==> src/include/soc_cfg.svh <==
// Address map, memory depths and timer width, included by RTL and testbench
`ifndef SOC_CFG_SVH
`define SOC_CFG_SVH

//----------------------------------------
// Area prefixes, addr[31:30]
//----------------------------------------
`define AREA_FW       2'd0
`define AREA_APP      2'd1
`define AREA_RESERVED 2'd2
`define AREA_MMIO     2'd3

//----------------------------------------
// MMIO core prefixes, addr[29:24]
//----------------------------------------
`define CORE_TIMER    6'h01
`define CORE_SYSCTRL  6'h3f

// RAM depths in 32-bit words, powers of two
`define FW_RAM_WORDS  256
`define APP_RAM_WORDS 1024

`define TIMER_WIDTH   32

// ASCII "soc1", returned by sys_ctrl register 0
`define SYSCTRL_NAME  32'h736f6331

`endif

==> src/rtl/soc_pkg.sv <==
// Bus and per-core request/response types, imported by every fabric module
package soc_pkg;

  //----------------------------------------
  // Master side of the native memory bus
  //----------------------------------------
  // Zero wstrb means a read
  typedef struct packed {
    logic [31:0] addr;
    logic [31:0] wdata;
    logic [3:0]  wstrb;
    logic        instr;
  } bus_req_t;

  //----------------------------------------
  // Decoder to core
  //----------------------------------------
  // One of these per target, cs only on the selected one
  typedef struct packed {
    logic        cs;
    logic [3:0]  we;
    logic [15:0] index;
    logic [31:0] wdata;
  } core_req_t;

  // Core back to decoder
  // ready is cs delayed by one clock
  typedef struct packed {
    logic [31:0] rdata;
    logic        ready;
  } core_rsp_t;

endpackage

==> src/rtl/bus_decoder.sv <==
// Two-stage address decoder with registered read data and ready back to the bus master
`include "soc_cfg.svh"

module bus_decoder
  import soc_pkg::*;
(
  input  logic        clk,
  input  logic        reset_n,
  input  logic        mem_valid,
  input  bus_req_t    req,
  input  logic        force_trap,
  output core_req_t   fw_req,
  output core_req_t   app_req,
  output core_req_t   timer_req,
  output core_req_t   sysctrl_req,
  input  core_rsp_t   fw_rsp,
  input  core_rsp_t   app_rsp,
  input  core_rsp_t   timer_rsp,
  input  core_rsp_t   sysctrl_rsp,
  output logic        mem_ready,
  output logic [31:0] mem_rdata
);

  logic [1:0]  area;
  logic [5:0]  core;
  core_req_t   ram_base;
  core_req_t   mmio_base;
  logic        ready_new;
  logic [31:0] rdata_new;

  assign area = req.addr[31:30];
  assign core = req.addr[29:24];

  // RAMs take a wide word index and wrap it, MMIO cores only use 8 bits
  assign ram_base  = '{cs: 1'b0, we: req.wstrb, index: req.addr[17:2], wdata: req.wdata};
  assign mmio_base = '{cs: 1'b0, we: req.wstrb, index: {8'h00, req.addr[9:2]},
                       wdata: req.wdata};

  //----------------------------------------
  // Decode and response mux
  //----------------------------------------
  always_comb begin
    fw_req      = ram_base;
    app_req     = ram_base;
    timer_req   = mmio_base;
    sysctrl_req = mmio_base;
    ready_new   = 1'b0;
    rdata_new   = '0;

    // Idle once the registered ready is out, so one access in flight
    if (mem_valid && !mem_ready) begin
      if (force_trap) begin
        // Firmware area locked, never reaches the RAM
        ready_new = 1'b1;
      end else begin
        case (area)
          `AREA_FW: begin
            fw_req.cs = 1'b1;
            rdata_new = fw_rsp.rdata;
            ready_new = fw_rsp.ready;
          end
          `AREA_APP: begin
            app_req.cs = 1'b1;
            rdata_new  = app_rsp.rdata;
            ready_new  = app_rsp.ready;
          end
          `AREA_RESERVED: begin
            ready_new = 1'b1;
          end
          `AREA_MMIO: begin
            case (core)
              `CORE_TIMER: begin
                timer_req.cs = 1'b1;
                rdata_new    = timer_rsp.rdata;
                ready_new    = timer_rsp.ready;
              end
              `CORE_SYSCTRL: begin
                sysctrl_req.cs = 1'b1;
                rdata_new      = sysctrl_rsp.rdata;
                ready_new      = sysctrl_rsp.ready;
              end
              // Undefined core, zero data at once
              default: ready_new = 1'b1;
            endcase
          end
        endcase
      end
    end
  end

  always_ff @(posedge clk) begin
    if (!reset_n) begin
      mem_ready <= 1'b0;
      mem_rdata <= '0;
    end else begin
      mem_ready <= ready_new;
      mem_rdata <= rdata_new;
    end
  end

endmodule

==> config.mk <==
export PLATFORM = sky130hd
export DESIGN_NAME = bus_decoder
export DESIGN_NICKNAME = d
export VERILOG_FILES = /design/src/rtl/soc_pkg.sv /design/src/rtl/bus_decoder.sv
export VERILOG_INCLUDE_DIRS = /design/src /design/src/include
export SDC_FILE = /design/constraint.sdc
export NUM_CORES = 1
export LEC_CHECK = 0
export ABC_AREA = 1
export BUFFER_PORTS_ARGS = -buffer_cell sky130_fd_sc_hd__buf_2
export CORE_AREA = 2 2 174 176
export CTS_BUF_LIST = sky130_fd_sc_hd__clkbuf_2 sky130_fd_sc_hd__clkbuf_4 sky130_fd_sc_hd__clkbuf_8
export CTS_CLUSTER_DIAMETER = 40
export DETAILED_ROUTE_END_ITERATION = 7
export DIE_AREA = 0 0 176 178
export GPL_ROUTABILITY_DRIVEN = 1
export PLACE_DENSITY_LB_ADDON = 0.1
export SLEW_MARGIN = 20
export SYNTH_ARGS = -nofsm -noshare
export SYNTH_HDL_FRONTEND = slang
export SYNTH_SLANG_ARGS = --single-unit
export TNS_END_PERCENT = 10
==> constraint.sdc <==
create_clock -name clk -period 3.6 [get_ports clk]
set_clock_uncertainty 0.2 [all_clocks]
set_input_delay 0.18 -clock clk [delete_from_list [all_inputs] [get_ports clk]]
set_output_delay 0.18 -clock clk [all_outputs]
set_load 0.05 [all_outputs]
==> metrics.txt <==
outcome=complete, no violations; Starting Density=12.69%; Fillers=3483; required time reported for the critical path endpoint=3.60 ns; reg-to-reg critical path startpoint=mem_ready; type of the worst min-delay path=in2reg; TritonCTS clock tree=done; I/O Buffers=180; minimum clock period=2.071 ns; share of total power in combinational logic=29.4%; summed area of non-filler cells in the final layout=0.003652 mm²; Synth Register Bits=33; total count of max-transition violations in the final report=0; maximum resistive drop on vdd=93.78 µV; crit path DAT=2.07 ns; CP Buf/Inv Count=3; Inserted Diodes=0; Routed Antenna Nets=0; wire length of the first global-routing pass=19580 µm; final weighted congestion in routability-driven placement=0.7803; number of buffers inserted for hold repair after clock tree synthesis=12; pin count of the biggest net entering global routing=35; clock network latency to the later pin of the worst-skew pair=0.31 ns; total wirelength of the detailed-routed design=14120 µm; top library cells by usage in the layout, fill and taps aside=180 x sky130_fd_sc_hd__buf_2, 38 x sky130_fd_sc_hd__inv_1, 38 x sky130_fd_sc_hd__nor2_1; Power per Cell Area=260.6 mW/mm²; via count of the first global-routing pass=3063; leakage dissipation=1.786 nW; final worst slack=1.529 ns; cell type group with the largest total delay on the critical path=simple AND/OR/NAND/NOR gates; source of the worst hold timing path=app_rsp[23]; slowest stage cell, crit path=sky130_fd_sc_hd__dlygate4sd3_1; Clock Root Buffer=sky130_fd_sc_hd__clkbuf_8; Clock power frac=31.4%; critical path cell sequence=buf_2, inv_1, nor2_2, nand3_4, nand2_1, nand2_1, o21bai_1, a21oi_1, dlygate4sd3_1; Initial DRT Pass Iterations=4; Synth-to-Final Area Change=-2.113%; count of different cell masters after synthesis=26; endpoint class of the critical path=register; Total Routing Usage GR=8.461%; number of antenna violations at the first check in global routing=1; Core Footprint=0.02940 mm²; type of the worst setup path=in2reg; detailed-route DRC error count=0; Vias=2893; setup repair after global routing missed its margin=false; TNS Setup=0 ns; worst reg2reg setup slack=1.56 ns; average wire per standard cell=16.17 µm; most frequent cell on the critical path=sky130_fd_sc_hd__nand2_1; normalized max-slew margin=48.51%; I/O pin count=450; cell internal pwr=0.0006112 W; Clock Tree Buf Depth=2; Worst Path Max Fanout=34; netlist area before placement=0.003731 mm²; Placed Instance Area=0.003446 mm²; beginning of the critical path=req[61]; mean cell area of the mapped netlist=7.553 µm²; grt total ovfl=0; final setup fails=0; pin slew with the least headroom to its limit=0.7724 ns; number of nets in the finished design=687; setup slack at placement=1.590 ns; Inserted Clock Buffers=5; Syn Inst Count=494; highest achievable clock rate=482.9 MHz; switching pwr=0.0003407 W; DR vias/cell=3.314; fraction of layout cells with a size suffix above 1=47.62%; slowest cell delay on critical path=0.55 ns; share of the clock period used by the worst path=57.52%; share of power burned in registers=39.2%; part of the Yosys area used for sequential elements=17.71%; total number of clock tree sinks=33; number of max-capacitance violations reported=0; setup bufs post-CTS=0; clock transition at the registers of the reported paths=0.09 ns; number of placement rows=63; Yosys warning total=0; number of H-tree levels=2; commonest non-fill, non-tap cell in the layout=sky130_fd_sc_hd__buf_2; starting DRC count in detailed routing=109; switching part of the total=35.79%; sort of element at the start of the critical path=input pin; Hold Vio Cnt, Final=0; DIE AREA=0.03133 mm²; Die X-Extent=176 µm; die height=178 µm; HPWL Detailed=11300 µm; number of instances resized during post-cts repair=0
[power groups by stage]
stage               Sequential, W  Combinational, W  Clock [W]
detailed placement       0.000382          0.000272          0
finish                   0.000373          0.000280   0.000299
global placement         0.000382          0.000274          0
global route             0.000374          0.000306   0.000342
CTS                      0.000373          0.000284   0.000327
floorplan                0.000406          0.000724          0
[state kept, by name, summed over array words and instances (netlist names)]
signal and count:
mem_rdata 32, mem_ready 1
[stage by stage]
step	utilization [%]	hold WS, ns	power (W)	instances
final	12.42	0.01916	0.0009519	873
after global routing	12.42	0.02476	0.001022	873
after CTS	12.42	0.001614	0.0009847	873
after detailed placement	11.72	0.1605	0.0006535	853
after global placement	11.72	0.1605	0.0006557	853
after floorplan	-	0.1267	0.001131	509
[worst paths after layout]
check	end	depth (start not counted)
setup / recovery	mem_ready	9
hold / removal	mem_rdata[22]	4
setup reg to reg	mem_ready	5
hold reg to reg	mem_rdata[1]	6
[layer usage]
| metal | wire length (µm) | GRT usage, % | vias to the layer above |
|---|---|---|---|
| met5 | 18 | 0 | - |
| met4 | 239 | 2.342 | 2 |
| met3 | 1802 | 4.263 | 26 |
| met2 | 6716 | 14.55 | 287 |
| met1 | 5342 | 9.188 | 1238 |
| li1 | - | - | 1340 |
[worst register-to-register path: cells and delay by family (launching register included)]
kind,cells,cell delay [ns]
buffers and inverters,2,1.11
AOI/OAI and AO/OA,1,0.12
DFF,1,0.33
and+or+nand+nor,2,0.23
[Yosys cell counts]
library cell | count | area [µm²]
sky130_fd_sc_hd__o21bai_1 | 1 | 7.510
sky130_fd_sc_hd__nand3_4 | 1 | 17.52
sky130_fd_sc_hd__buf_4 | 209 | 1569
sky130_fd_sc_hd__a22o_1 | 32 | 280.3
sky130_fd_sc_hd__o21ai_2 | 29 | 254.0
sky130_fd_sc_hd__clkinv_1 | 1 | 3.750
sky130_fd_sc_hd__nor2_8 | 1 | 20.02
sky130_fd_sc_hd__clkbuf_1 | 3 | 11.26
sky130_fd_sc_hd__buf_6 | 9 | 101.4
sky130_fd_sc_hd__nand2_2 | 2 | 12.51
sky130_fd_sc_hd__o21ai_1 | 1 | 5.000
sky130_fd_sc_hd__o21ai_0 | 2 | 10.01
sky130_fd_sc_hd__nor2_1 | 38 | 142.6
sky130_fd_sc_hd__inv_2 | 2 | 7.510
sky130_fd_sc_hd__a21oi_1 | 35 | 175.2
sky130_fd_sc_hd__clkbuf_4 | 2 | 15.01
sky130_fd_sc_hd__nand2_1 | 9 | 33.78
sky130_fd_sc_hd__dfxtp_1 | 33 | 660.6
sky130_fd_sc_hd__clkbuf_8 | 3 | 41.29
sky130_fd_sc_hd__buf_2 | 3 | 15.01
sky130_fd_sc_hd__nor3_1 | 1 | 5.000
sky130_fd_sc_hd__conb_1 | 1 | 3.750
sky130_fd_sc_hd__nand3_1 | 33 | 165.2
sky130_fd_sc_hd__nand4_1 | 1 | 6.260
sky130_fd_sc_hd__inv_1 | 38 | 142.6
sky130_fd_sc_hd__nor2_2 | 4 | 25.02
[cell type report]
type                            count  area (µm²)  area share, %
Inverter                           41       153.9          4.214
Multi-Input combinational cell    206        1220          33.40
Tap cell                          390       488.0          13.36
Sequential cell                    33       660.6          18.09
Timing Repair Buffer              195        1044          28.57
Clock inverter                      3       17.52         0.4796
Clock buffer                        5       68.82          1.884
[logic make-up (layout without fill, tap and decap cells)]
logic type | Yosys count | count (layout) | share of synthesized area [%]
flops | 33 | 33 | 17.71
other cells | 1 | 16 | 0.1005
buf+inv | 270 | 244 | 51.11
compound gates | 100 | 100 | 19.62
simple gates | 90 | 90 | 11.47
No activity file was read; power rests on OpenSTA's default activity.
