File: src/include/soc_cfg.svh
// Address map, memory depths and timer width, included by RTL and testbench
`ifndef SOC_CFG_SVH
`define SOC_CFG_SVH

//----------------------------------------
// Area prefixes, addr[31:30]
//----------------------------------------
`define AREA_FW       2'd0
`define AREA_APP      2'd1
`define AREA_RESERVED 2'd2
`define AREA_MMIO     2'd3

//----------------------------------------
// MMIO core prefixes, addr[29:24]
//----------------------------------------
`define CORE_TIMER    6'h01
`define CORE_SYSCTRL  6'h3f

// RAM depths in 32-bit words, powers of two
`define FW_RAM_WORDS  256
`define APP_RAM_WORDS 1024

`define TIMER_WIDTH   32

// ASCII "soc1", returned by sys_ctrl register 0
`define SYSCTRL_NAME  32'h736f6331

`endif

File: src/rtl/soc_pkg.sv
// Bus and per-core request/response types, imported by every fabric module
package soc_pkg;

  //----------------------------------------
  // Master side of the native memory bus
  //----------------------------------------
  // Zero wstrb means a read
  typedef struct packed {
    logic [31:0] addr;
    logic [31:0] wdata;
    logic [3:0]  wstrb;
    logic        instr;
  } bus_req_t;

  //----------------------------------------
  // Decoder to core
  //----------------------------------------
  // One of these per target, cs only on the selected one
  typedef struct packed {
    logic        cs;
    logic [3:0]  we;
    logic [15:0] index;
    logic [31:0] wdata;
  } core_req_t;

  // Core back to decoder
  // ready is cs delayed by one clock
  typedef struct packed {
    logic [31:0] rdata;
    logic        ready;
  } core_rsp_t;

endpackage

File: src/rtl/timer_core.sv
// Prescaled countdown timer on the MMIO bus, started and stopped by register writes
`include "soc_cfg.svh"

module timer_core
  import soc_pkg::*;
(
  input  logic      clk,
  input  logic      reset_n,
  input  core_req_t creq,
  output core_rsp_t crsp
);

  localparam logic [7:0] ADDR_CTRL      = 8'h00;
  localparam logic [7:0] ADDR_STATUS    = 8'h01;
  localparam logic [7:0] ADDR_PRESCALER = 8'h02;
  localparam logic [7:0] ADDR_LOAD      = 8'h03;
  localparam logic [7:0] ADDR_COUNT     = 8'h04;

  logic [7:0]              reg_addr;
  logic                    wr;
  logic                    running;
  logic [`TIMER_WIDTH-1:0] prescaler;
  logic [`TIMER_WIDTH-1:0] load_val;
  logic [`TIMER_WIDTH-1:0] count;
  logic [`TIMER_WIDTH-1:0] pre_cnt;
  logic [31:0]             rdata_q;
  logic                    ready_q;

  assign reg_addr = creq.index[7:0];
  assign wr       = creq.cs && (|creq.we);

  //----------------------------------------
  // Counter and register writes
  //----------------------------------------
  always_ff @(posedge clk) begin
    if (!reset_n) begin
      running   <= 1'b0;
      prescaler <= '0;
      load_val  <= '0;
      count     <= '0;
      pre_cnt   <= '0;
      ready_q   <= 1'b0;
    end else begin
      ready_q <= creq.cs;

      if (running) begin
        if (count == '0) begin
          // Loaded with zero
          running <= 1'b0;
        end else if (pre_cnt == prescaler) begin
          pre_cnt <= '0;
          count   <= count - 1'b1;
          if (count == `TIMER_WIDTH'(1)) running <= 1'b0;
        end else begin
          pre_cnt <= pre_cnt + 1'b1;
        end
      end

      // Bus writes take priority over the tick
      if (wr) begin
        case (reg_addr)
          ADDR_CTRL: begin
            running <= creq.wdata[0];
            if (creq.wdata[0]) begin
              count   <= load_val;
              pre_cnt <= '0;
            end
          end
          ADDR_PRESCALER: prescaler <= creq.wdata[`TIMER_WIDTH-1:0];
          ADDR_LOAD:      load_val  <= creq.wdata[`TIMER_WIDTH-1:0];
          default: ;
        endcase
      end
    end
  end

  // Read mux
  always_ff @(posedge clk) begin
    if (creq.cs) begin
      case (reg_addr)
        ADDR_CTRL, ADDR_STATUS: rdata_q <= {31'h0, running};
        ADDR_PRESCALER:         rdata_q <= 32'(prescaler);
        ADDR_LOAD:              rdata_q <= 32'(load_val);
        ADDR_COUNT:             rdata_q <= 32'(count);
        default:                rdata_q <= '0;
      endcase
    end
  end

  assign crsp = '{rdata: rdata_q, ready: ready_q};

endmodule

File: config.mk
export PLATFORM = sky130hd
export DESIGN_NAME = timer_core
export DESIGN_NICKNAME = d
export VERILOG_FILES = /design/src/rtl/soc_pkg.sv /design/src/rtl/timer_core.sv
export VERILOG_INCLUDE_DIRS = /design/src /design/src/include
export SDC_FILE = /design/constraint.sdc
export NUM_CORES = 1
export LEC_CHECK = 0
export BUFFER_PORTS_ARGS = -buffer_cell sky130_fd_sc_hd__buf_4
export CAP_MARGIN = 40
export CORE_MARGIN = 1
export CORE_UTILIZATION = 56
export CTS_CLUSTER_DIAMETER = 40
export CTS_CLUSTER_SIZE = 10
export DETAILED_ROUTE_END_ITERATION = 8
export MAX_ROUTING_LAYER = met4
export PLACE_DENSITY = 0.77
export SETUP_SLACK_MARGIN = 0.05
export SYNTH_ARGS = -nofsm -noshare
export SYNTH_HDL_FRONTEND = slang
export SYNTH_SLANG_ARGS = --single-unit
File: constraint.sdc
create_clock -name clk -period 3.55 [get_ports clk]
set_input_delay 0.71 -clock clk [delete_from_list [all_inputs] [get_ports clk]]
set_output_delay 0.71 -clock clk [all_outputs]
set_load 0.01 [all_outputs]
==> results of run 1 <==
-- critical path, cell delays in order (launching register included) --
cell,delay (ns)
sky130_fd_sc_hd__dfxtp_1,0.35
sky130_fd_sc_hd__or4_4,0.61
sky130_fd_sc_hd__or4_4,0.52
sky130_fd_sc_hd__nor4_4,0.53
sky130_fd_sc_hd__or4_1,0.50
sky130_fd_sc_hd__o21ai_0,0.15
sky130_fd_sc_hd__a31oi_1,0.22
-- cells by family (layout without fill, tap and decap cells) --
family                     Yosys count  count (layout)  synth area share (%)
and+or+nand+nor                    431             431                 26.40
muxes                               34              34                 4.235
AOI/OAI and AO/OA                  200             200                 14.47
adders and majority gates            4               4                0.6205
DFF                                162             162                 44.18
buffers and inverters               79             150                 4.017
xor gates and xnor gates            56              56                 6.080
-- metal layers --
metal | vias to the layer above | wire [um]
li1 | 3599 | -
met1 | 3625 | 9815
met2 | 372 | 11120
met3 | 50 | 2238
met4 | 0 | 654
met5 | - | 0
-- final cells by class --
| type | instances | share of cell area, % |
|---|---|---|
| clock buffers | 24 | 5.340 |
| clock inverters | 8 | 1.036 |
| inverters | 14 | 0.5579 |
| multi-input cells | 725 | 44.55 |
| flip-flops and latches | 162 | 37.83 |
| well taps | 180 | 2.391 |
| repair buffers | 104 | 8.289 |
-- report_power, final --
part	switching (mW)	internal, mW	total (mW)
clock network	0.740	1.13	1.87
registers	0.0160	1.89	1.91
logic	0.206	0.102	0.308
total	0.961	3.13	4.09
-- metrics by stage --
stage | hold slack (ns) | instances | worst slack [ns] | total power, mW | area (um2)
after floorplan | 0.4458 | 966 | 0.7013 | 2.114 | 8066
after global placement | 0.4549 | 1185 | 0.6380 | 2.245 | 8818
after detailed placement | 0.4590 | 1185 | 0.5869 | 2.248 | 8818
after CTS | 0.4675 | 1217 | 0.5945 | 4.088 | 9419
after global routing | 0.4971 | 1217 | 0.4759 | 4.193 | 9419
final | 0.4662 | 1217 | 0.5860 | 4.088 | 9419
-- worst max-delay path by stage --
stage	start	endpoint	slack (ns)	depth (start not counted)
floorplan	creq[35]	count[30]$_SDFF_PN0_	0.70	8
global placement	creq[35]	pre_cnt[24]$_SDFF_PN0_	0.64	8
detailed placement	creq[35]	count[14]$_SDFF_PN0_	0.59	7
CTS	count[18]$_SDFF_PN0_	count[17]$_SDFF_PN0_	0.59	6
global route	count[18]$_SDFF_PN0_	count[10]$_SDFF_PN0_	0.48	7
finish	count[18]$_SDFF_PN0_	count[17]$_SDFF_PN0_	0.59	6
-- placed cells by master, fill, tap and decap left out, drive strengths merged, types with 6 or more instances in the layout --
cell    Yosys  routed
a211oi      6       6
a21oi      71      71
a31oi      24      24
and3        7       7
and4        7       7
buf         8     104
clkbuf     57      24
dfxtp     130     130
edfxtp     32      32
inv        13      15
mux2i      33      33
nand2     194     194
nand3      29      29
nand4      23      23
nor2       46      46
nor3       40      40
nor4       23      23
o211ai      6       6
o21ai      61      61
o31ai      12      12
or2         9       9
or3        14      14
or4        24      24
xnor2      15      15
xor2       41      41
-- synthesized netlist by cell type (all sizes together) (4+ instances only) --
cell / instances / area [um2]
nand4: 23 / 143.9
a21oi: 71 / 355.3
clkbuf: 57 / 214.0
nor2: 46 / 172.7
o31ai: 12 / 90.09
xnor2: 15 / 131.4
inv: 13 / 48.80
o21ai: 61 / 305.3
nor3: 40 / 210.2
nor4: 23 / 165.2
edfxtp: 32 / 960.9
nand3: 29 / 145.1
or2: 9 / 56.30
or3: 14 / 92.59
ha: 4 / 50.05
nand2: 194 / 728.2
mux2i: 33 / 330.3
xor2: 41 / 359.1
o211ai: 6 / 45.04
and4: 7 / 61.31
or4: 24 / 191.4
and3: 7 / 43.79
buf: 8 / 57.55
dfxtp: 130 / 2603
a211oi: 6 / 45.04
a31oi: 24 / 150.1
-- sequential cells by signal, summed over array words and instances (netlist names) --
signal,flops
rdata_q,32
prescaler,32
running,1
load_val,32
count,32
ready_q,1
pre_cnt,32
==> flow_metrics.tcl, run 1 <==
set metrics [dict create \
    clock_path_buffers 2 \
    worstHoldEndpoint "load_val[26]$_SDFFE_PN0P_" \
    grt-ovfl-total 0 \
    number_of_flops_mapped_to_enable_cells_by_yosys 32 \
    inserted_clock_buffers 17 \
    finalHoldViolCount 0 \
    power.density_nw_per_um2 434.1 \
    area_delta_synth_final_pct 16.77 \
    worst-r2r-cell-count 6 \
    maxSlewViolCount 0 \
    status "finished, final reports clean" \
    num_io_pins 88 \
    antenna_found_initial 0 \
    fmax_ghz 0.3374 \
    unrepaired_setup_endpoints_after_global_routing "false" \
    cts_hold_buffers 0 \
    r2r-end "count[17]$_SDFF_PN0_" \
    grtUsageTotal_pct 34.68 \
    timing.critical_path.arrival_ns 3.32 \
    async_reset_ff_share_pct 0 \
    cts-resized-gates 0 \
    design.die.area_um2 14890 \
    start_kind "flip-flop" \
    final_weighted_congestion_in_routability_driven_placement 0.9235 \
    floorplan.initialDensity_pct 57.67 \
    area_used_by_multi_input_combinational_logic_um2 4197 \
    timing.critical_path.required_ns 3.91 \
    finalSetupViolCount 0 \
    core_um2 13990 \
    filler_cell_count 1174 \
    worst_pin_slew_ns 0.8651 \
    holdCritStartpoint "load_val[26]$_SDFFE_PN0P_" \
    post-dp-hpwl_um 16410 \
    routed_wirelength_um 23820 \
    clock_sink_count 162 \
    syn_inst 966 \
    cts.clk_slew.worst_paths_ns 0.06 \
    yosysWarningCount 0 \
    vias_in_the_first_global_route 7101 \
    setup.reg_to_reg.worst_slack_ns 0.59 \
    leakagePower_nw 3.488 \
    diodes 0 \
    max-cap-violations 0 \
    drt_iter0_drc 953 \
    remaining_routing_drc_violations 0 \
    fin_worst_skew_ns 0.008239 \
    power.ir.vdd_worst_uv 339.8 \
    die_h_um 122.0 \
    gr-usage-met2_pct 53.46 \
    postRouteAntennaNets 0 \
    place.port_buffers 79 \
    post_cts_setup_repair_buffer_count 0 \
    number_of_distinct_library_cell_variants_in_the_gate_level_netlist_after_synthesis 57 \
    min_delay_path_depth 2 \
    synthesis.nets 1025 \
    yosysSeqAreaShare_pct 44.18 \
    avgSynthCellArea_um2 8.350 \
    worst_r2r_startpoint "count[18]$_SDFF_PN0_" \
    final_net_count 1083 \
    drive_above_1_share_pct 14.95 \
    finalCoreUtilization_pct 67.33 \
    grt_util_met3_pct 7.210 \
    tritoncts "yes" \
    ys_dominant_reg_cell "sky130_fd_sc_hd__dfxtp_1" \
    finalCriticalPeriod_ns 2.964 \
    min-delay-path-class "reg2reg" \
    finalSetupTns_ns 0 \
    global_route_wire_length_before_repair_um 37950 \
    route.detailed.vias_per_inst 6.283 \
    clock_latency_ns 0.43 \
    fp.dieW_um 122.0 \
    detailedRoute.firstPassIterationCount 5 \
    setup.worst_path.end_class "flip-flop" \
    min_period_over_period_pct 83.49 \
    vias 7646 \
    synth.cell_area_um2 8066 \
    gr_layer_usage_met1_pct 44.43 \
    number_of_flip_flops_and_latches_in_the_synthesized_netlist 162 \
    routed_wire_length_per_instance_um 19.58 \
    top_usage_layer "met2" \
    critical_path_class "reg2reg" \
    maximum_number_of_pins_on_one_net_before_global_route_repair 42 \
    row_count 43 \
    area.sequential_um2 3563 \
    path_max_fanout 12 \
    slew_headroom_pct 42.18 \
    clk_root_buffer_cell "sky130_fd_sc_hd__clkbuf_16" \
    htree_levels 4 \
]
No activity file was read; power rests on OpenSTA's default activity.
==> run 2: changes to the inputs <==
Settings changed: ABC_AREA set to 1, CORE_UTILIZATION 56 to 54.
Clock period 3.55 ns to 2.5 ns, I/O delays scaled along.
==> flow_metrics.tcl, run 2 <==
set metrics [dict create \
    post_synth_most_frequent_cells "sky130_fd_sc_hd__nand2_1, sky130_fd_sc_hd__inv_1, sky130_fd_sc_hd__nor2_1" \
    totalPowerFinal_mw 5.712 \
    final.hold.worst_slack_ns 0.3483 \
    place.port_buffers 79 \
    detailedRoute.firstPassIterationCount 6 \
    finalSetupTns_ns 0 \
    critPathMaxStageDelay_ns 0.33 \
    unrepaired_setup_endpoints_after_global_routing "false" \
    path_max_fanout 12 \
    worstPathCellList "nor2_1 > nand2_1 > nor2_2 > nand2_1 > nor2_4 > nor2_4 > nand3_2 > buf_4 > nor2_1 > nand2_1 > nand2_1 > o21bai_1 > inv_1" \
    fmax_ghz 0.4503 \
    timing.critical_path.arrival_ns 2.55 \
    avgSynthCellArea_um2 6.913 \
    drt_iter0_drc 1024 \
    routed_wirelength_um 27240 \
    timing.critical_path.max_delay_family "simple AND/OR/NAND/NOR gates" \
    number_of_flops_mapped_to_enable_cells_by_yosys 32 \
    tritoncts "yes" \
    num_io_pins 88 \
    clock_path_buffers 2 \
    setup.worst_path.end_class "flip-flop" \
    synth_most_common_cell "sky130_fd_sc_hd__nand2_1" \
    layout_commonest_cell "sky130_fd_sc_hd__nand2_1" \
    gr-usage-met2_pct 50.85 \
    worst_pin_slew_ns 0.6720 \
    post_synth_main_area_contributors "sky130_fd_sc_hd__dfxtp_1, sky130_fd_sc_hd__nand2_1, sky130_fd_sc_hd__edfxtp_1, sky130_fd_sc_hd__inv_1, sky130_fd_sc_hd__nor2_1" \
    yosys.area.top_type "sky130_fd_sc_hd__dfxtp_1" \
    core_um2 16520 \
    slew_headroom_pct 55.13 \
    power.ir.vdd_worst_uv 505.4 \
    path_common_cell "sky130_fd_sc_hd__nand2_1" \
    die_h_um 131.8 \
    row_count 47 \
    design.die.area_um2 17370 \
    finalSetupViolCount 0 \
    diodes 0 \
    leakagePower_nw 5.016 \
    ys_dominant_reg_cell "sky130_fd_sc_hd__dfxtp_1" \
    cts.clk_slew.worst_paths_ns 0.06 \
    min_period_over_period_pct 88.84 \
    clock_sink_count 162 \
    maxSlewViolCount 0 \
    global_route_wire_length_before_repair_um 44180 \
    start_kind "flip-flop" \
    max-cap-violations 0 \
    synthesis.nets 1375 \
    final_net_count 1474 \
    post-dp-hpwl_um 20210 \
    vias_in_the_first_global_route 8438 \
    finalCoreUtilization_pct 65.15 \
    critical_path_class "reg2reg" \
    worstHoldEndpoint "prescaler[4]$_SDFFE_PN0P_" \
    floorplan.initialDensity_pct 55.05 \
    number_of_distinct_library_cell_variants_in_the_gate_level_netlist_after_synthesis 44 \
    drive_above_1_share_pct 15.55 \
    area_delta_synth_final_pct 18.33 \
    postRouteAntennaNets 0 \
    number_of_flip_flops_and_latches_in_the_synthesized_netlist 162 \
    worst_r2r_startpoint "count[23]$_SDFF_PN0_" \
    gr_layer_usage_met1_pct 44.80 \
    holdCritStartpoint "creq[4]" \
    final_weighted_congestion_in_routability_driven_placement 0.9628 \
    setup.reg_to_reg.worst_slack_ns 0.28 \
    fp.dieW_um 131.8 \
    worst-r2r-cell-count 13 \
    synth.top_cell.area_share_pct 28.61 \
    r2r-end "count[17]$_SDFF_PN0_" \
    async_reset_ff_share_pct 0 \
    maximum_number_of_pins_on_one_net_before_global_route_repair 51 \
    htree_levels 4 \
    grt_util_met3_pct 6.305 \
    grtUsageTotal_pct 33.64 \
    synth.cell_area_um2 9097 \
    finalCriticalPeriod_ns 2.221 \
    route.detailed.vias_per_inst 5.504 \
    dp_worst_setup_slack_ns 0.2268 \
    syn_inst 1316 \
    clk_root_buffer_cell "sky130_fd_sc_hd__clkbuf_16" \
    timing.critical_path.slowest_stage_cell "sky130_fd_sc_hd__dfxtp_1" \
    clock_latency_ns 0.43 \
    cts_hold_buffers 0 \
    status "finished, final reports clean" \
    min-delay-path-class "in2reg" \
    final_worst_setup_slack_ns 0.2791 \
    timing.critical_path.required_ns 2.83 \
    yosysSeqAreaShare_pct 39.17 \
    timing.critical_path.buf_inv 2 \
    top_usage_layer "met2" \
    routed_wire_length_per_instance_um 16.53 \
    fin_worst_skew_ns 0.005492 \
    vias 9070 \
    grt-ovfl-total 0 \
    antenna_found_initial 0 \
    remaining_routing_drc_violations 0 \
    min_delay_path_depth 3 \
    commonest_cells_after_routing_fill_and_taps_aside "sky130_fd_sc_hd__nand2_1, sky130_fd_sc_hd__inv_1, sky130_fd_sc_hd__nor2_1, sky130_fd_sc_hd__dfxtp_1, sky130_fd_sc_hd__buf_4" \
    finalHoldViolCount 0 \
    power.density_nw_per_um2 530.6 \
    yosysWarningCount 0 \
    inserted_clock_buffers 17 \
]
run 2: tightest hold or removal path, cell delays in order:
cell	delay [ns]
sky130_fd_sc_hd__buf_4	0.07
sky130_fd_sc_hd__inv_1	0.05
sky130_fd_sc_hd__a21oi_1	0.12
run 2: how the worst max path moves through the flow:
stage | start | to | slack, ns | cells after the start
final | count[23]$_SDFF_PN0_ | count[17]$_SDFF_PN0_ | 0.28 | 13
after global routing | pre_cnt[3]$_SDFF_PN0_ | count[17]$_SDFF_PN0_ | 0.07 | 14
after CTS | count[23]$_SDFF_PN0_ | count[17]$_SDFF_PN0_ | 0.23 | 13
after detailed placement | creq[35] | count[17]$_SDFF_PN0_ | 0.23 | 10
after global placement | creq[35] | count[17]$_SDFF_PN0_ | 0.26 | 10
after floorplan | creq[35] | pre_cnt[22]$_SDFF_PN0_ | 0.50 | 13
run 2: metrics by stage:
step | instance area [um2] | std cells
after floorplan | 9097 | 1316
after detailed placement | 10130 | 1613
after CTS | 10740 | 1645
after global routing | 10770 | 1648
after global placement | 10130 | 1613
final | 10770 | 1648
run 2: cell type report:
| type | count | area (um2) |
|---|---|---|
| Clock buffer | 19 | 454.2 |
| Clock inverter | 13 | 155.1 |
| Fill cell | 1445 | 5759 |
| Inverter | 223 | 839.6 |
| Multi-Input combinational cell | 882 | 4422 |
| Sequential cell | 162 | 3563 |
| Tap cell | 220 | 275.3 |
| Timing Repair Buffer | 129 | 1056 |
run 2: report_power, final:
part           internal (mW)  switching [mW]
registers               2.68         0.00818
logic                  0.122           0.184
clock network           1.63            1.09
run 2: what timing repair did:
item                       in CTS  in global routing
gates resized for setup         0                  1
buffers inserted                0                  3
setup endpoints to repair       0                  4
run 2: routing by layer:
| layer | vias to the layer above | wire (um) |
|---|---|---|
| met5 | - | 0 |
| met4 | 0 | 659 |
| met3 | 48 | 2530 |
| met2 | 471 | 12310 |
| met1 | 4122 | 11740 |
| li1 | 4429 | - |
run 2: cells by family after synthesis:
logic type / synth area share [%]
and+or+nand+nor: 30.86
buffers and inverters: 12.25
AOI/OAI and AO/OA: 15.33
DFF: 39.17
xor gates and xnor gates: 1.829
adders and majority gates: 0.5502
