$ cat src/include/soc_cfg.svh
// Address map, memory depths and timer width, included by RTL and testbench
`ifndef SOC_CFG_SVH
`define SOC_CFG_SVH

//----------------------------------------
// Area prefixes, addr[31:30]
//----------------------------------------
`define AREA_FW       2'd0
`define AREA_APP      2'd1
`define AREA_RESERVED 2'd2
`define AREA_MMIO     2'd3

//----------------------------------------
// MMIO core prefixes, addr[29:24]
//----------------------------------------
`define CORE_TIMER    6'h01
`define CORE_SYSCTRL  6'h3f

// RAM depths in 32-bit words, powers of two
`define FW_RAM_WORDS  256
`define APP_RAM_WORDS 1024

`define TIMER_WIDTH   32

// ASCII "soc1", returned by sys_ctrl register 0
`define SYSCTRL_NAME  32'h736f6331

`endif

$ cat src/rtl/soc_pkg.sv
// Bus and per-core request/response types, imported by every fabric module
package soc_pkg;

  //----------------------------------------
  // Master side of the native memory bus
  //----------------------------------------
  // Zero wstrb means a read
  typedef struct packed {
    logic [31:0] addr;
    logic [31:0] wdata;
    logic [3:0]  wstrb;
    logic        instr;
  } bus_req_t;

  //----------------------------------------
  // Decoder to core
  //----------------------------------------
  // One of these per target, cs only on the selected one
  typedef struct packed {
    logic        cs;
    logic [3:0]  we;
    logic [15:0] index;
    logic [31:0] wdata;
  } core_req_t;

  // Core back to decoder
  // ready is cs delayed by one clock
  typedef struct packed {
    logic [31:0] rdata;
    logic        ready;
  } core_rsp_t;

endpackage

$ cat src/rtl/sys_ctrl.sv
// System controller with one-way application mode, LEDs, scratch and firmware-area trap
`include "soc_cfg.svh"

module sys_ctrl
  import soc_pkg::*;
(
  input  logic        clk,
  input  logic        reset_n,
  input  logic        mem_valid,
  input  logic [31:0] addr,
  input  core_req_t   creq,
  output core_rsp_t   crsp,
  output logic        force_trap,
  output logic        app_mode,
  output logic [2:0]  led
);

  localparam logic [7:0] ADDR_NAME    = 8'h00;
  localparam logic [7:0] ADDR_MODE    = 8'h01;
  localparam logic [7:0] ADDR_LED     = 8'h02;
  localparam logic [7:0] ADDR_SCRATCH = 8'h03;

  logic [7:0]  reg_addr;
  logic        wr;
  logic [31:0] scratch;
  logic [31:0] rdata_q;
  logic        ready_q;

  assign reg_addr = creq.index[7:0];
  assign wr       = creq.cs && (|creq.we);

  // Any firmware-area access from application mode traps
  assign force_trap = app_mode && mem_valid && (addr[31:30] == `AREA_FW);

  //----------------------------------------
  // Control registers
  //----------------------------------------
  always_ff @(posedge clk) begin
    if (!reset_n) begin
      app_mode <= 1'b0;
      led      <= '0;
      ready_q  <= 1'b0;
    end else begin
      ready_q <= creq.cs;
      if (wr) begin
        case (reg_addr)
          // Only reset brings the system back to firmware mode
          ADDR_MODE: app_mode <= 1'b1;
          ADDR_LED:  led      <= creq.wdata[2:0];
          default: ;
        endcase
      end
    end
  end

  always_ff @(posedge clk) begin
    if (wr && (reg_addr == ADDR_SCRATCH)) scratch <= creq.wdata;
  end

  // Read mux
  always_ff @(posedge clk) begin
    if (creq.cs) begin
      case (reg_addr)
        ADDR_NAME:    rdata_q <= `SYSCTRL_NAME;
        ADDR_MODE:    rdata_q <= {31'h0, app_mode};
        ADDR_LED:     rdata_q <= {29'h0, led};
        ADDR_SCRATCH: rdata_q <= scratch;
        default:      rdata_q <= '0;
      endcase
    end
  end

  assign crsp = '{rdata: rdata_q, ready: ready_q};

endmodule

$ cat config.mk
export PLATFORM = sky130hd
export DESIGN_NAME = sys_ctrl
export DESIGN_NICKNAME = d
export VERILOG_FILES = /design/src/rtl/soc_pkg.sv /design/src/rtl/sys_ctrl.sv
export VERILOG_INCLUDE_DIRS = /design/src /design/src/include
export SDC_FILE = /design/constraint.sdc
export NUM_CORES = 1
export LEC_CHECK = 0
export ABC_CLOCK_PERIOD_IN_PS = 6400
export BUFFER_PORTS_ARGS = -buffer_cell sky130_fd_sc_hd__buf_2
export CORE_ASPECT_RATIO = 1.25
export CORE_MARGIN = 2
export CORE_UTILIZATION = 45
export CTS_CLUSTER_DIAMETER = 150
export DETAILED_ROUTE_END_ITERATION = 7
export GPL_ROUTABILITY_DRIVEN = 0
export PLACE_DENSITY = 0.79
export REMOVE_ABC_BUFFERS = 1
export SYNTH_ARGS = -nofsm -noshare
export SYNTH_HDL_FRONTEND = slang
export SYNTH_SLANG_ARGS = --single-unit
$ cat constraint.sdc
create_clock -name clk -period 6.4 [get_ports clk]
set_input_delay 0.32 -clock clk [delete_from_list [all_inputs] [get_ports clk]]
set_output_delay 0.32 -clock clk [all_outputs]
set_load 0.1 [all_outputs]
==> results of run 1 <==
==> kinds of logic (layout without fill, tap and decap cells) <==
| group | Yosys count | in the layout | synth area share (%) |
|---|---|---|---|
| AO/OA/AOI/OAI | 19 | 19 | 4.05 |
| buffers and inverters | 12 | 103 | 2.10 |
| flip-flops | 69 | 69 | 80.8 |
| multiplexers | 6 | 6 | 2.40 |
| AND/OR/NAND/NOR | 56 | 56 | 10.7 |
==> layout make-up <==
type                            instances  area [sq um]  area share, %
Clock buffer                            9           124           3.91
Clock inverter                          7          75.1           2.37
Multi-Input combinational cell         81           435           13.7
Sequential cell                        69          2020           63.7
Tap cell                               64          80.1           2.52
Timing Repair Buffer                   87           435           13.7
==> worst max-delay path, cell delays in order <==
cell                      delay, ns
sky130_fd_sc_hd__buf_2         0.17
sky130_fd_sc_hd__and2_1        0.81
sky130_fd_sc_hd__nand2_1       0.21
sky130_fd_sc_hd__nor2_4        0.75
==> flip-flops by register name (all words and copies together) (netlist names) <==
register,cells
ready_q,1
scratch,32
rdata_q,32
led,3
app_mode,1
==> per-layer routing <==
| metal | track usage (%) | up-vias | wire [um] |
|---|---|---|---|
| met4 | 8.92 | 0 | 138 |
| li1 | - | 771 | - |
| met1 | 18.2 | 723 | 1780 |
| met2 | 25.5 | 67 | 2420 |
| met5 | 0 | - | 0 |
| met3 | 4.63 | 11 | 264 |
==> layout by cell type (no fill, tap or decap) <==
| master | count |
|---|---|
| sky130_fd_sc_hd__buf_2 | 87 |
| sky130_fd_sc_hd__edfxtp_1 | 64 |
| sky130_fd_sc_hd__nand2_1 | 27 |
| sky130_fd_sc_hd__a21oi_1 | 17 |
| sky130_fd_sc_hd__and3_1 | 13 |
| sky130_fd_sc_hd__clkbuf_8 | 9 |
| sky130_fd_sc_hd__nor2_1 | 6 |
| sky130_fd_sc_hd__mux2i_1 | 6 |
| sky130_fd_sc_hd__dfxtp_1 | 5 |
| sky130_fd_sc_hd__clkinv_4 | 3 |
| sky130_fd_sc_hd__and2_1 | 2 |
| sky130_fd_sc_hd__clkinv_2 | 2 |
| sky130_fd_sc_hd__or2_2 | 1 |
| sky130_fd_sc_hd__nand3_1 | 1 |
| sky130_fd_sc_hd__a221oi_1 | 1 |
| sky130_fd_sc_hd__nor4_1 | 1 |
| sky130_fd_sc_hd__nand2b_1 | 1 |
| sky130_fd_sc_hd__nor2_4 | 1 |
| sky130_fd_sc_hd__nor3_1 | 1 |
| sky130_fd_sc_hd__or4_1 | 1 |
| sky130_fd_sc_hd__nor4b_1 | 1 |
| sky130_fd_sc_hd__o21a_1 | 1 |
| sky130_fd_sc_hd__inv_6 | 1 |
| sky130_fd_sc_hd__bufinv_16 | 1 |
==> metrics by stage <==
stage	util, %	total power, uW	instances	setup slack, ns
6_report	58.7	924	317	4.08
5_1_grt	58.7	956	317	3.92
4_1_cts	58.7	933	317	4.03
3_5_place_dp	55.0	591	301	3.67
3_3_place_gp	55.0	589	301	3.75
2_1_floorplan	-	562	150	2.96
==> report_power, final <==
group / internal [uW] / leakage, uW / switching, uW
clock: 182 / 0.000104 / 162
combinational: 17.3 / 0.000582 / 64.2
sequential: 498 / 0.000672 / 1.37
total: 696 / 0.00136 / 227
==> worst max-delay path by stage <==
stage	from	end	cells after the start
2_1_floorplan	app_mode	force_trap	2
3_3_place_gp	creq[32]	scratch[13]	4
3_5_place_dp	creq[32]	scratch[28]	4
4_1_cts	creq[32]	scratch[7]	4
5_1_grt	creq[32]	scratch[7]	4
6_report	creq[32]	scratch[6]	4
==> metrics.md, run 1 <==
| Metric | Value |
|---|---|
| Post-route antenna net violation count | 0 |
| Post-synthesis instance total | approximately 160 |
| Primary FF master, synth | sky130_fd_sc_hd__edfxtp_1 |
| Hold Path End | scratch[13] |
| Post-synth ARST share | 0% |
| Number of pins exceeding their max-slew limit in the final report | 0 |
| Number of enable flip-flop cells after synthesis | 64 |
| Classification of the worst-slack hold path | input port to flop |
| Floorplan Core Area | 5410 sq um |
| Maximum number of pins on one net before global-route repair | 36 |
| Startpoint class of the critical path | input port |
| Vias in the first global route | 1493 |
| Drt pass-1 iters | 4 |
| Clk buf depth | 2 |
| Start point of the worst min-delay path | creq[13] |
| Via Count | about 1600 |
| Ranking of synthesized cells by area | sky130_fd_sc_hd__edfxtp_1 77%, sky130_fd_sc_hd__nand2_1 4.1%, sky130_fd_sc_hd__dfxtp_1 4.0% |
| Total number of yosys warnings | 0 |
| Proportion of netlist area held by the largest area contributor | roughly three quarters |
| Inserted Clock Buffers | 9 |
| Die outline width | slightly above 70 um |
| Number of nets in the layout | 336 |
| Effective utilization at floorplan | between 40% and 50% |
| Maximum clock skew at final layout | 0.00781 ns |
| Count of cells along the worst hold path | 1 |
| Top-Level Pins | around 130 |
| Element type at the critical path end | flop |
| Clock insertion delay at the later pin of the skew report | ~0.34 ns |
| Distinct cell type count of the synthesized netlist | 21 |
| Number of inserted filler cells in the final layout | between 400 and 500 |
| Hold violation count in the final report | 0 |
| Synth area leader | sky130_fd_sc_hd__edfxtp_1 |
| Number of antenna violations at the first check in global routing | 0 |
| Reg-to-reg critical path startpoint | app_mode |
| Post-cts gate resize count | 0 |
| DRC Markers | 0 |
| Final-layout worst hold slack | between 0.15 and 0.2 ns |
| Per-cell routed wire length | roughly 14 um |
| Netlist area before placement | 2500 sq um |
| Setup repair after global routing missed its margin | no |
| Final sum of negative setup slack | 0 ns |
| Data arrival, critical path | 2.28 ns |
| Floorplan die area | about 6200 sq um |
| Number of violations of the max-capacitance limit | 0 |
| Detail-routed via count per cell | just under 5 |
| Data required, critical path | 6.36 ns |
| Total global routing track utilization | between 10% and 20% |
| Most numerous cell in the Yosys netlist | sky130_fd_sc_hd__edfxtp_1 |
| Total wirelength of the detailed-routed design | around 4600 um |
| Number of setup violations in the final report | 0 |
| Count of state elements after synthesis | 69 |
| Clock-pin slew of the registers on the worst-case setup and hold paths | around 0.080 ns |
| Power density of the placed cells | slightly below 300 nW/um^2 |
| Reg2Reg Setup Slack | 5.46 ns |
| Crit path time final | between 2 and 2.5 ns |
| Standard cell area after detailed placement | approximately 3000 sq um |
| Number of cells on the worst reg-to-reg path | 2 |
| Max H-tree Level | 3 |
| Classification of the worst setup path | input port to flop |
| Height of the die | between 80 and 90 um |
| Final worst path period share | 36.3% |
| Wire length of the first global-routing pass | between 7000 and 8000 um |
| Diodes inserted | 0 |
| Actual transition at the worst max-transition pin | 1.01 ns |
| Clk root buf | sky130_fd_sc_hd__clkbuf_8 |
| Post-Syn Area per Cell | 15.4 sq um |
| Static leakage | 0.00136 uW |
| Register area share after synthesis | just over 80% |
| Rows | 30 |
| Commonest cells in the netlist | 64 x sky130_fd_sc_hd__edfxtp_1, 27 x sky130_fd_sc_hd__nand2_1, 17 x sky130_fd_sc_hd__a21oi_1, 13 x sky130_fd_sc_hd__and3_1 |
| End of the worst register-to-register path | rdata_q[0] |
| Relative max-transition margin | between 30% and 40% |
| Peak supply drop | ~0.16 mV |
| CTS tree | yes |
| Placed wire-length estimate | ~3100 um |
| Proportion of layout cells with a drive suffix above 1 | 41.5% |
| Count of input and output buffers | a little under 90 |
| Crit-path max FO | 32 |
| Number of buffers added for setup after CTS | 0 |
| Achievable frequency | approximately 430 MHz |
| Total congestion overflow | 0 |
| Result of the run | completed |
| Number of hold-repair buffers added at the cts stage | 0 |
| First-iteration detailed-routing DRC count | approximately 130 |
| Area delta synth->final | 26.7% |
| TritonCTS Sinks | 69 |
| Final Cell Area | 3170 sq um |
(Power assumes the default switching activity.)
==> run 2, diff against run 1 <==
--- a/config.mk
+++ b/config.mk
@@ -6,15 +6,15 @@
 export SDC_FILE = /design/constraint.sdc
 export NUM_CORES = 1
 export LEC_CHECK = 0
-export ABC_CLOCK_PERIOD_IN_PS = 6400
+export ABC_CLOCK_PERIOD_IN_PS = 2100
 export BUFFER_PORTS_ARGS = -buffer_cell sky130_fd_sc_hd__buf_2
 export CORE_ASPECT_RATIO = 1.25
 export CORE_MARGIN = 2
-export CORE_UTILIZATION = 45
+export CORE_UTILIZATION = 40
 export CTS_CLUSTER_DIAMETER = 150
 export DETAILED_ROUTE_END_ITERATION = 7
 export GPL_ROUTABILITY_DRIVEN = 0
-export PLACE_DENSITY = 0.79
+export PLACE_DENSITY = 0.74
 export REMOVE_ABC_BUFFERS = 1
 export SYNTH_ARGS = -nofsm -noshare
 export SYNTH_HDL_FRONTEND = slang
==> constraint.sdc (replaced) <==
create_clock -name clk -period 2.1 [get_ports clk]
set_input_delay 0.105 -clock clk [delete_from_list [all_inputs] [get_ports clk]]
set_output_delay 0.105 -clock clk [all_outputs]
set_load 0.1 [all_outputs]
==> run 2 against run 1 <==
Via count up 7.8%. Count of clock-buffer cells in the layout increased by 1. Total power increased to 3.2 times the previous value. Largest cell class unchanged.
==> metrics.md, run 2 (same netlist as run 1, synthesis figures left out) <==
| Metric | Value |
|---|---|
| Number of antenna violations at the first check in global routing | 1 (+1) |
| Met2 Wirelength | 2640 um (+9.4%) |
| Classification of the worst setup path | flop to primary output |
| Largest registers | rdata_q: 32 flops, scratch: 32 flops, led: 3 flops |
| Reg2Reg Setup Slack | 1.15 ns (-4.31 ns) |
| Post-cts gate resize count | 0 (unchanged) |
| First-iteration detailed-routing DRC count | 70 (-45%) |
| Final-layout worst hold slack | 0.0749 ns (-0.0769 ns) |
| Total wirelength of the detailed-routed design | 4970 um (+8.1%) |
| Number of buffers added for setup after CTS | 0 (unchanged) |
| Start point of the worst min-delay path | reset_n |
| Vias in the first global route | 1611 (+7.9%) |
| Effective utilization at floorplan | 40.8% (-5.4 points) |
| Placed wire-length estimate | 3220 um (+5.2%) |
| Hold Path End | app_mode |
| Area delta synth->final | 42.8% |
| Per-cell routed wire length | 13.2 um (-9.1%) |
| Wire length of the first global-routing pass | 7550 um (+6.8%) |
| Top library cells by usage in the layout, fill and taps aside | 87 x sky130_fd_sc_hd__buf_2, 64 x sky130_fd_sc_hd__edfxtp_1, 32 x sky130_fd_sc_hd__dlygate4sd3_1 |
| Inserted Clock Buffers | 9 (unchanged) |
| Clock insertion delay at the later pin of the skew report | 0.33 ns (about the same) |
| Number of setup violations in the final report | 0 (unchanged) |
| DRC Markers | 0 (unchanged) |
| Crit-path max FO | 4 (-88%) |
| Number of violations of the max-capacitance limit | 0 (unchanged) |
| Number of nets in the layout | 374 (+11%) |
| Clock-pin slew of the registers on the worst-case setup and hold paths | 0.07 ns (about the same) |
| Number of inserted filler cells in the final layout | 497 (+8.0%) |
| Number of hold-repair buffers added at the cts stage | 32 (+32) |
| Highest routing layer actually used | met4 |
| Classification of the worst-slack hold path | input port to flop |
| Clk buf depth | 2 (unchanged) |
| Drt pass-1 iters | 4 (unchanged) |
| Relative max-transition margin | 65.7% (+33 points) |
| Post-route antenna net violation count | 0 (unchanged) |
| Detailed-routed wire length on met3 | 317 um (+20%) |
| End of the worst register-to-register path | rdata_q[0] |
| Rows | 32 (+6.7%) |
| Total congestion overflow | 0 (unchanged) |
| Top-Level Pins | 126 (unchanged) |
| Final worst path period share | 68.7% |
| Height of the die | 92.4 um (+5.8%) |
| Clk root buf | sky130_fd_sc_hd__clkbuf_8 |
| Actual transition at the worst max-transition pin | 0.518 ns (-0.490 ns) |
| Total global routing track utilization | 15.6% (+0.080 points) |
| Floorplan die area | 6910 sq um (+12%) |
| Floorplan Core Area | 6130 sq um (+13%) |
| Number of pins exceeding their max-slew limit in the final report | 0 (unchanged) |
| Detail-routed via count per cell | 4.50 (-9.3%) |
| Count of cells along the worst hold path | 2 (+1) |
| CTS tree | yes |
| Die outline width | 74.7 um (+5.7%) |
| Hold violation count in the final report | 0 (unchanged) |
| Result of the run | completed |
| Maximum clock skew at final layout | 0.00370 ns (-0.00411 ns) |
| Maximum number of pins on one net before global-route repair | 30 (-17%) |
| Startpoint class of the critical path | flop |
| Reg-to-reg critical path startpoint | app_mode |
| Proportion of layout cells with a drive suffix above 1 | 37.1% (-4.4 points) |
| Count of input and output buffers | 87 (unchanged) |
| Element type at the critical path end | primary output |
| Data arrival, critical path | 1.34 ns (-0.94 ns) |
| Detailed-routing wirelength on met1 | 1910 um (+7.7%) |
| TritonCTS Sinks | 69 (unchanged) |
| Number of cells on the worst reg-to-reg path | 2 (unchanged) |
| Power density of the placed cells | 819 nW/um^2 (+180%) |
| Standard cell area after detailed placement | 3040 sq um (+2.4%) |
| Setup repair after global routing missed its margin | no |
| Crit path time final | roughly 1.4 ns |
| Leading cell type in the layout, fill and taps excluded | sky130_fd_sc_hd__buf_2 |
| Data required, critical path | 2.00 ns (-4.36 ns) |
| Peak supply drop | 0.366 mV (+130%) |
| Via Count | 1695 (+7.8%) |
| Achievable frequency | slightly below 700 MHz |
| Static leakage | 0.00152 uW (+12%) |
| Final Cell Area | 3570 sq um (+13%) |
| Max H-tree Level | 3 (unchanged) |
run 2: cell count changes in the layout (fill, tap and decap cells not counted):
cell / change
sky130_fd_sc_hd__buf_4: +6
sky130_fd_sc_hd__bufinv_16: +1
sky130_fd_sc_hd__clkbuf_1: +1
sky130_fd_sc_hd__clkinv_1: +2
sky130_fd_sc_hd__clkinv_4: -3
sky130_fd_sc_hd__diode_2: +1
sky130_fd_sc_hd__dlygate4sd3_1: +32
sky130_fd_sc_hd__inv_6: -1
run 2: how the worst max path moves through the flow:
stage          startpoint          to  depth (start not counted)
6_report         app_mode  force_trap                          3
4_1_cts          app_mode  force_trap                          3
5_1_grt          app_mode  force_trap                          3
3_5_place_dp     creq[35]      led[0]                          5
3_3_place_gp     creq[39]      led[0]                          5
2_1_floorplan    app_mode  force_trap                          2
run 2: critical path: stages, from the launching register on:
cell and delay (ns):
sky130_fd_sc_hd__dfxtp_1 0.38, sky130_fd_sc_hd__nand2_1 0.07, sky130_fd_sc_hd__nor3_1 0.12, sky130_fd_sc_hd__buf_2 0.45
run 2: routing by layer:
| layer | vias to the layer above | global-route usage (%) |
|---|---|---|
| met3 | 6 | 5.55 |
| li1 | 842 | - |
| met2 | 65 | 26.2 |
| met1 | 782 | 16.1 |
| met5 | - | 0 |
| met4 | 0 | 9.82 |
run 2: layout make-up:
type,count,area [sq um],share of cell area (%)
clock inverters,6,77.6,2.17
clock buffers,10,128,3.57
repair buffers,125,801,22.4
flip-flops and latches,69,2020,56.6
multi-input cells,81,435,12.2
well taps,85,106,2.98
diodes,1,2.50,0.0701
run 2: power breakdown:
part           internal (uW)  switching, uW  total (uW)
combinational           94.3            204         298
clock                    657            449        1110
sequential              1520           4.03        1520
run 2: through the flow:
stage | util (%) | instances | setup WS [ns] | TNS (ns) | power (uW)
after floorplan | - | 150 | -1.13 | -14.92 | 1710
after global placement | 49.7 | 328 | 0.717 | 0 | 1800
after detailed placement | 49.7 | 328 | 0.709 | 0 | 1800
after CTS | 58.3 | 376 | 0.643 | 0 | 2950
after global routing | 58.3 | 376 | 0.584 | 0 | 3020
final | 58.3 | 377 | 0.657 | 0 | 2920
==> run 3, diff against run 2 <==
--- a/config.mk
+++ b/config.mk
@@ -6,7 +6,7 @@
 export SDC_FILE = /design/constraint.sdc
 export NUM_CORES = 1
 export LEC_CHECK = 0
-export ABC_CLOCK_PERIOD_IN_PS = 2100
+export ABC_CLOCK_PERIOD_IN_PS = 1200
 export BUFFER_PORTS_ARGS = -buffer_cell sky130_fd_sc_hd__buf_2
 export CORE_ASPECT_RATIO = 1.25
 export CORE_MARGIN = 2
==> constraint.sdc (replaced) <==
create_clock -name clk -period 1.2 [get_ports clk]
set_input_delay 0.06 -clock clk [delete_from_list [all_inputs] [get_ports clk]]
set_output_delay 0.06 -clock clk [all_outputs]
set_load 0.1 [all_outputs]
==> run 3 against run 2 <==
Sequential cell count did not move. Highest routed layer unchanged. Global-route usage grew 0.47 points. Setup slack worse by 0.61 ns. Sequential share of layout area fell by 1.1 points.
==> metrics.md, run 3 (same netlist as run 1, synthesis figures left out) <==
| Metric | Value |
|---|---|
| Crit path time final | ~1.2 ns |
| Static leakage | 0.00154 uW (+1.1%) |
| Count of input and output buffers | 87 (unchanged) |
| Proportion of layout cells with a drive suffix above 1 | 40.1% (+3.0 points) |
| Classification of the worst setup path | flop to primary output |
| Classification of the worst-slack hold path | input port to flop |
| Post-route antenna net violation count | 0 (unchanged) |
| TritonCTS Sinks | 69 (unchanged) |
| Power density of the placed cells | 1290 nW/um^2 (+57%) |
| DRC Markers | 0 (unchanged) |
| Detail-routed via count per cell | 4.48 (-0.29%) |
| Number of nets in the layout | 381 (+1.9%) |
| Setup repair after global routing missed its margin | yes |
| Effective utilization at floorplan | 40.8% (unchanged) |
| Area delta synth->final | 45.8% |
| Reg2Reg Setup Slack | 0.20 ns (-0.95 ns) |
| Net Sw Frac | 24.5% (+2.0 points) |
| Number of setup violations in the final report | 0 (unchanged) |
| Top library cells by usage in the layout, fill and taps aside | 75 x sky130_fd_sc_hd__buf_2, 64 x sky130_fd_sc_hd__edfxtp_1, 32 x sky130_fd_sc_hd__dlygate4sd3_1 |
| CTS tree | yes |
| Data arrival, critical path | 1.09 ns (-0.25 ns) |
| Met3 demand-to-capacity share in global routing | 7.07% (+1.5 points) |
| Floorplan die area | 6910 sq um (unchanged) |
| Die outline width | 74.7 um (unchanged) |
| Final sum of negative setup slack | 0 ns (unchanged) |
| Reg-to-reg critical path startpoint | app_mode |
| Inserted Clock Buffers | 9 (unchanged) |
| Global Route met1 Usage | 16.5% (+0.43 points) |
| Number of inserted filler cells in the final layout | 483 (-2.8%) |
| Largest registers | rdata_q: 32 flops, scratch: 32 flops, led: 3 flops |
| Clock insertion delay at the later pin of the skew report | 0.33 ns (about the same) |
| Placed wire-length estimate | 3120 um (-3.2%) |
| Drt pass-1 iters | 4 (unchanged) |
| Peak supply drop | 0.557 mV (+52%) |
| Max H-tree Level | 3 (unchanged) |
| Total wirelength of the detailed-routed design | 5050 um (+1.6%) |
| Floorplan Core Area | 6130 sq um (unchanged) |
| Relative max-transition margin | 65.8% (about the same) |
| Count of cells along the worst hold path | 2 (unchanged) |
| Startpoint class of the critical path | flop |
| Relative contribution of the clock network to total power | 31.7% (-6.1 points) |
| Clock-pin slew of the registers on the worst-case setup and hold paths | 0.06 ns (about the same) |
| Total global routing track utilization | 16.1% (+0.47 points) |
| Total congestion overflow | 0 (unchanged) |
| Hold Path End | app_mode |
| Power share of the sequential group | 56.6% (+4.6 points) |
| Number of cells on the worst reg-to-reg path | 3 (+1) |
| M2 GR Usage | 26.9% (+0.74 points) |
| Data required, critical path | 1.14 ns (-0.86 ns) |
| Total area of multi-input combinational cells | 460 sq um (+5.7%) |
| Actual transition at the worst max-transition pin | 0.517 ns (-0.000293 ns) |
| Per-cell routed wire length | 13.2 um (about the same) |
| Power Internal | 3550 uW (+57%) |
| Wire length of the first global-routing pass | 7840 um (+3.8%) |
| Maximum number of pins on one net before global-route repair | 34 (+13%) |
| End of the worst register-to-register path | rdata_q[0] |
| Comb power frac | 11.7% (+1.5 points) |
| First-iteration detailed-routing DRC count | 120 (+71%) |
| Top-Level Pins | 126 (unchanged) |
| Number of antenna violations at the first check in global routing | 1 (unchanged) |
| Result of the run | completed |
| Start point of the worst min-delay path | reset_n |
| Psw | 1150 uW (+75%) |
| Element type at the critical path end | primary output |
| Number of violations of the max-capacitance limit | 0 (unchanged) |
| Clk root buf | sky130_fd_sc_hd__clkbuf_8 |
| Reg area | 2020 sq um (about the same) |
| Maximum clock skew at final layout | 0.00292 ns (-0.000776 ns) |
| Rows | 32 (unchanged) |
| Via Count | 1717 (+1.3%) |
| Achievable frequency | between 800 and 900 MHz |
| Vias in the first global route | 1714 (+6.4%) |
| Clk buf depth | 2 (unchanged) |
| Hold violation count in the final report | 0 (unchanged) |
| Crit-path max FO | 3 (-1) |
| Leading cell type in the layout, fill and taps excluded | sky130_fd_sc_hd__buf_2 |
| Number of pins exceeding their max-slew limit in the final report | 0 (unchanged) |
| Height of the die | 92.4 um (unchanged) |
| Busiest grt layer | met2 |
| Worst setup slack after placement | -0.558 ns (-1.27 ns) |
| Final total power | 4700 uW (+61%) |
| Final worst path period share | 95.9% |
| Final worst setup slack | 0.0494 ns (-0.608 ns) |
[run 3: worst max-delay path: stages, from the launching register on]
cell and delay [ns]:
sky130_fd_sc_hd__dfxtp_2 0.36, sky130_fd_sc_hd__nand2_2 0.06, sky130_fd_sc_hd__nor3_4 0.15, sky130_fd_sc_hd__buf_12 0.20
[run 3: layout make-up]
| type | instances | share of cell area (%) |
|---|---|---|
| clock buffers | 9 | 3.40 |
| well taps | 85 | 2.91 |
| diodes | 1 | 0.0686 |
| multi-input cells | 82 | 12.6 |
| repair buffers | 131 | 24.7 |
| clock inverters | 6 | 0.857 |
| flip-flops and latches | 69 | 55.5 |
[run 3: routing by layer]
layer  wire (um)  up-vias
met3         325       12
met1        1920      773
met4         138        0
met5           0        -
li1            -      859
met2        2660       73
[run 3: how the worst max path moves through the flow]
stage,endpoint,cells past startpoint,startpoint
2_1_floorplan,force_trap,2,app_mode
3_3_place_gp,scratch[0],5,creq[39]
3_5_place_dp,scratch[17],5,creq[39]
4_1_cts,force_trap,3,app_mode
5_1_grt,force_trap,3,app_mode
6_report,force_trap,3,app_mode
[run 3: power by group through the flow]
stage	Combinational (uW)	Clock, uW	Sequential (uW)
floorplan	41.9	0	2960
global placement	455	0	2710
detailed placement	459	0	2710
CTS	545	1540	2660
global route	578	1670	2660
finish	548	1490	2660
[run 3: timing repair]
action / 4_1_cts / 5_1_grt
hold buffers: 32 / 0
hold endpoints to repair: 35 / 0
gates resized for setup: 6 / 10
buffers inserted: 1 / 1
pin swaps: 2 / 2
endpoints found under the setup margin: 35 / 13
cloned: 1 / 0
[run 3: metrics by stage]
stage | hold slack, ns | instances | util, % | area, sq um
floorplan | 0.159 | 150 | - | 2450
global placement | 0.238 | 332 | 50.4 | 3090
detailed placement | 0.238 | 332 | 50.4 | 3090
CTS | 0.00558 | 381 | 58.8 | 3600
global route | 0.00651 | 382 | 59.5 | 3650
finish | 0.0264 | 383 | 59.6 | 3650
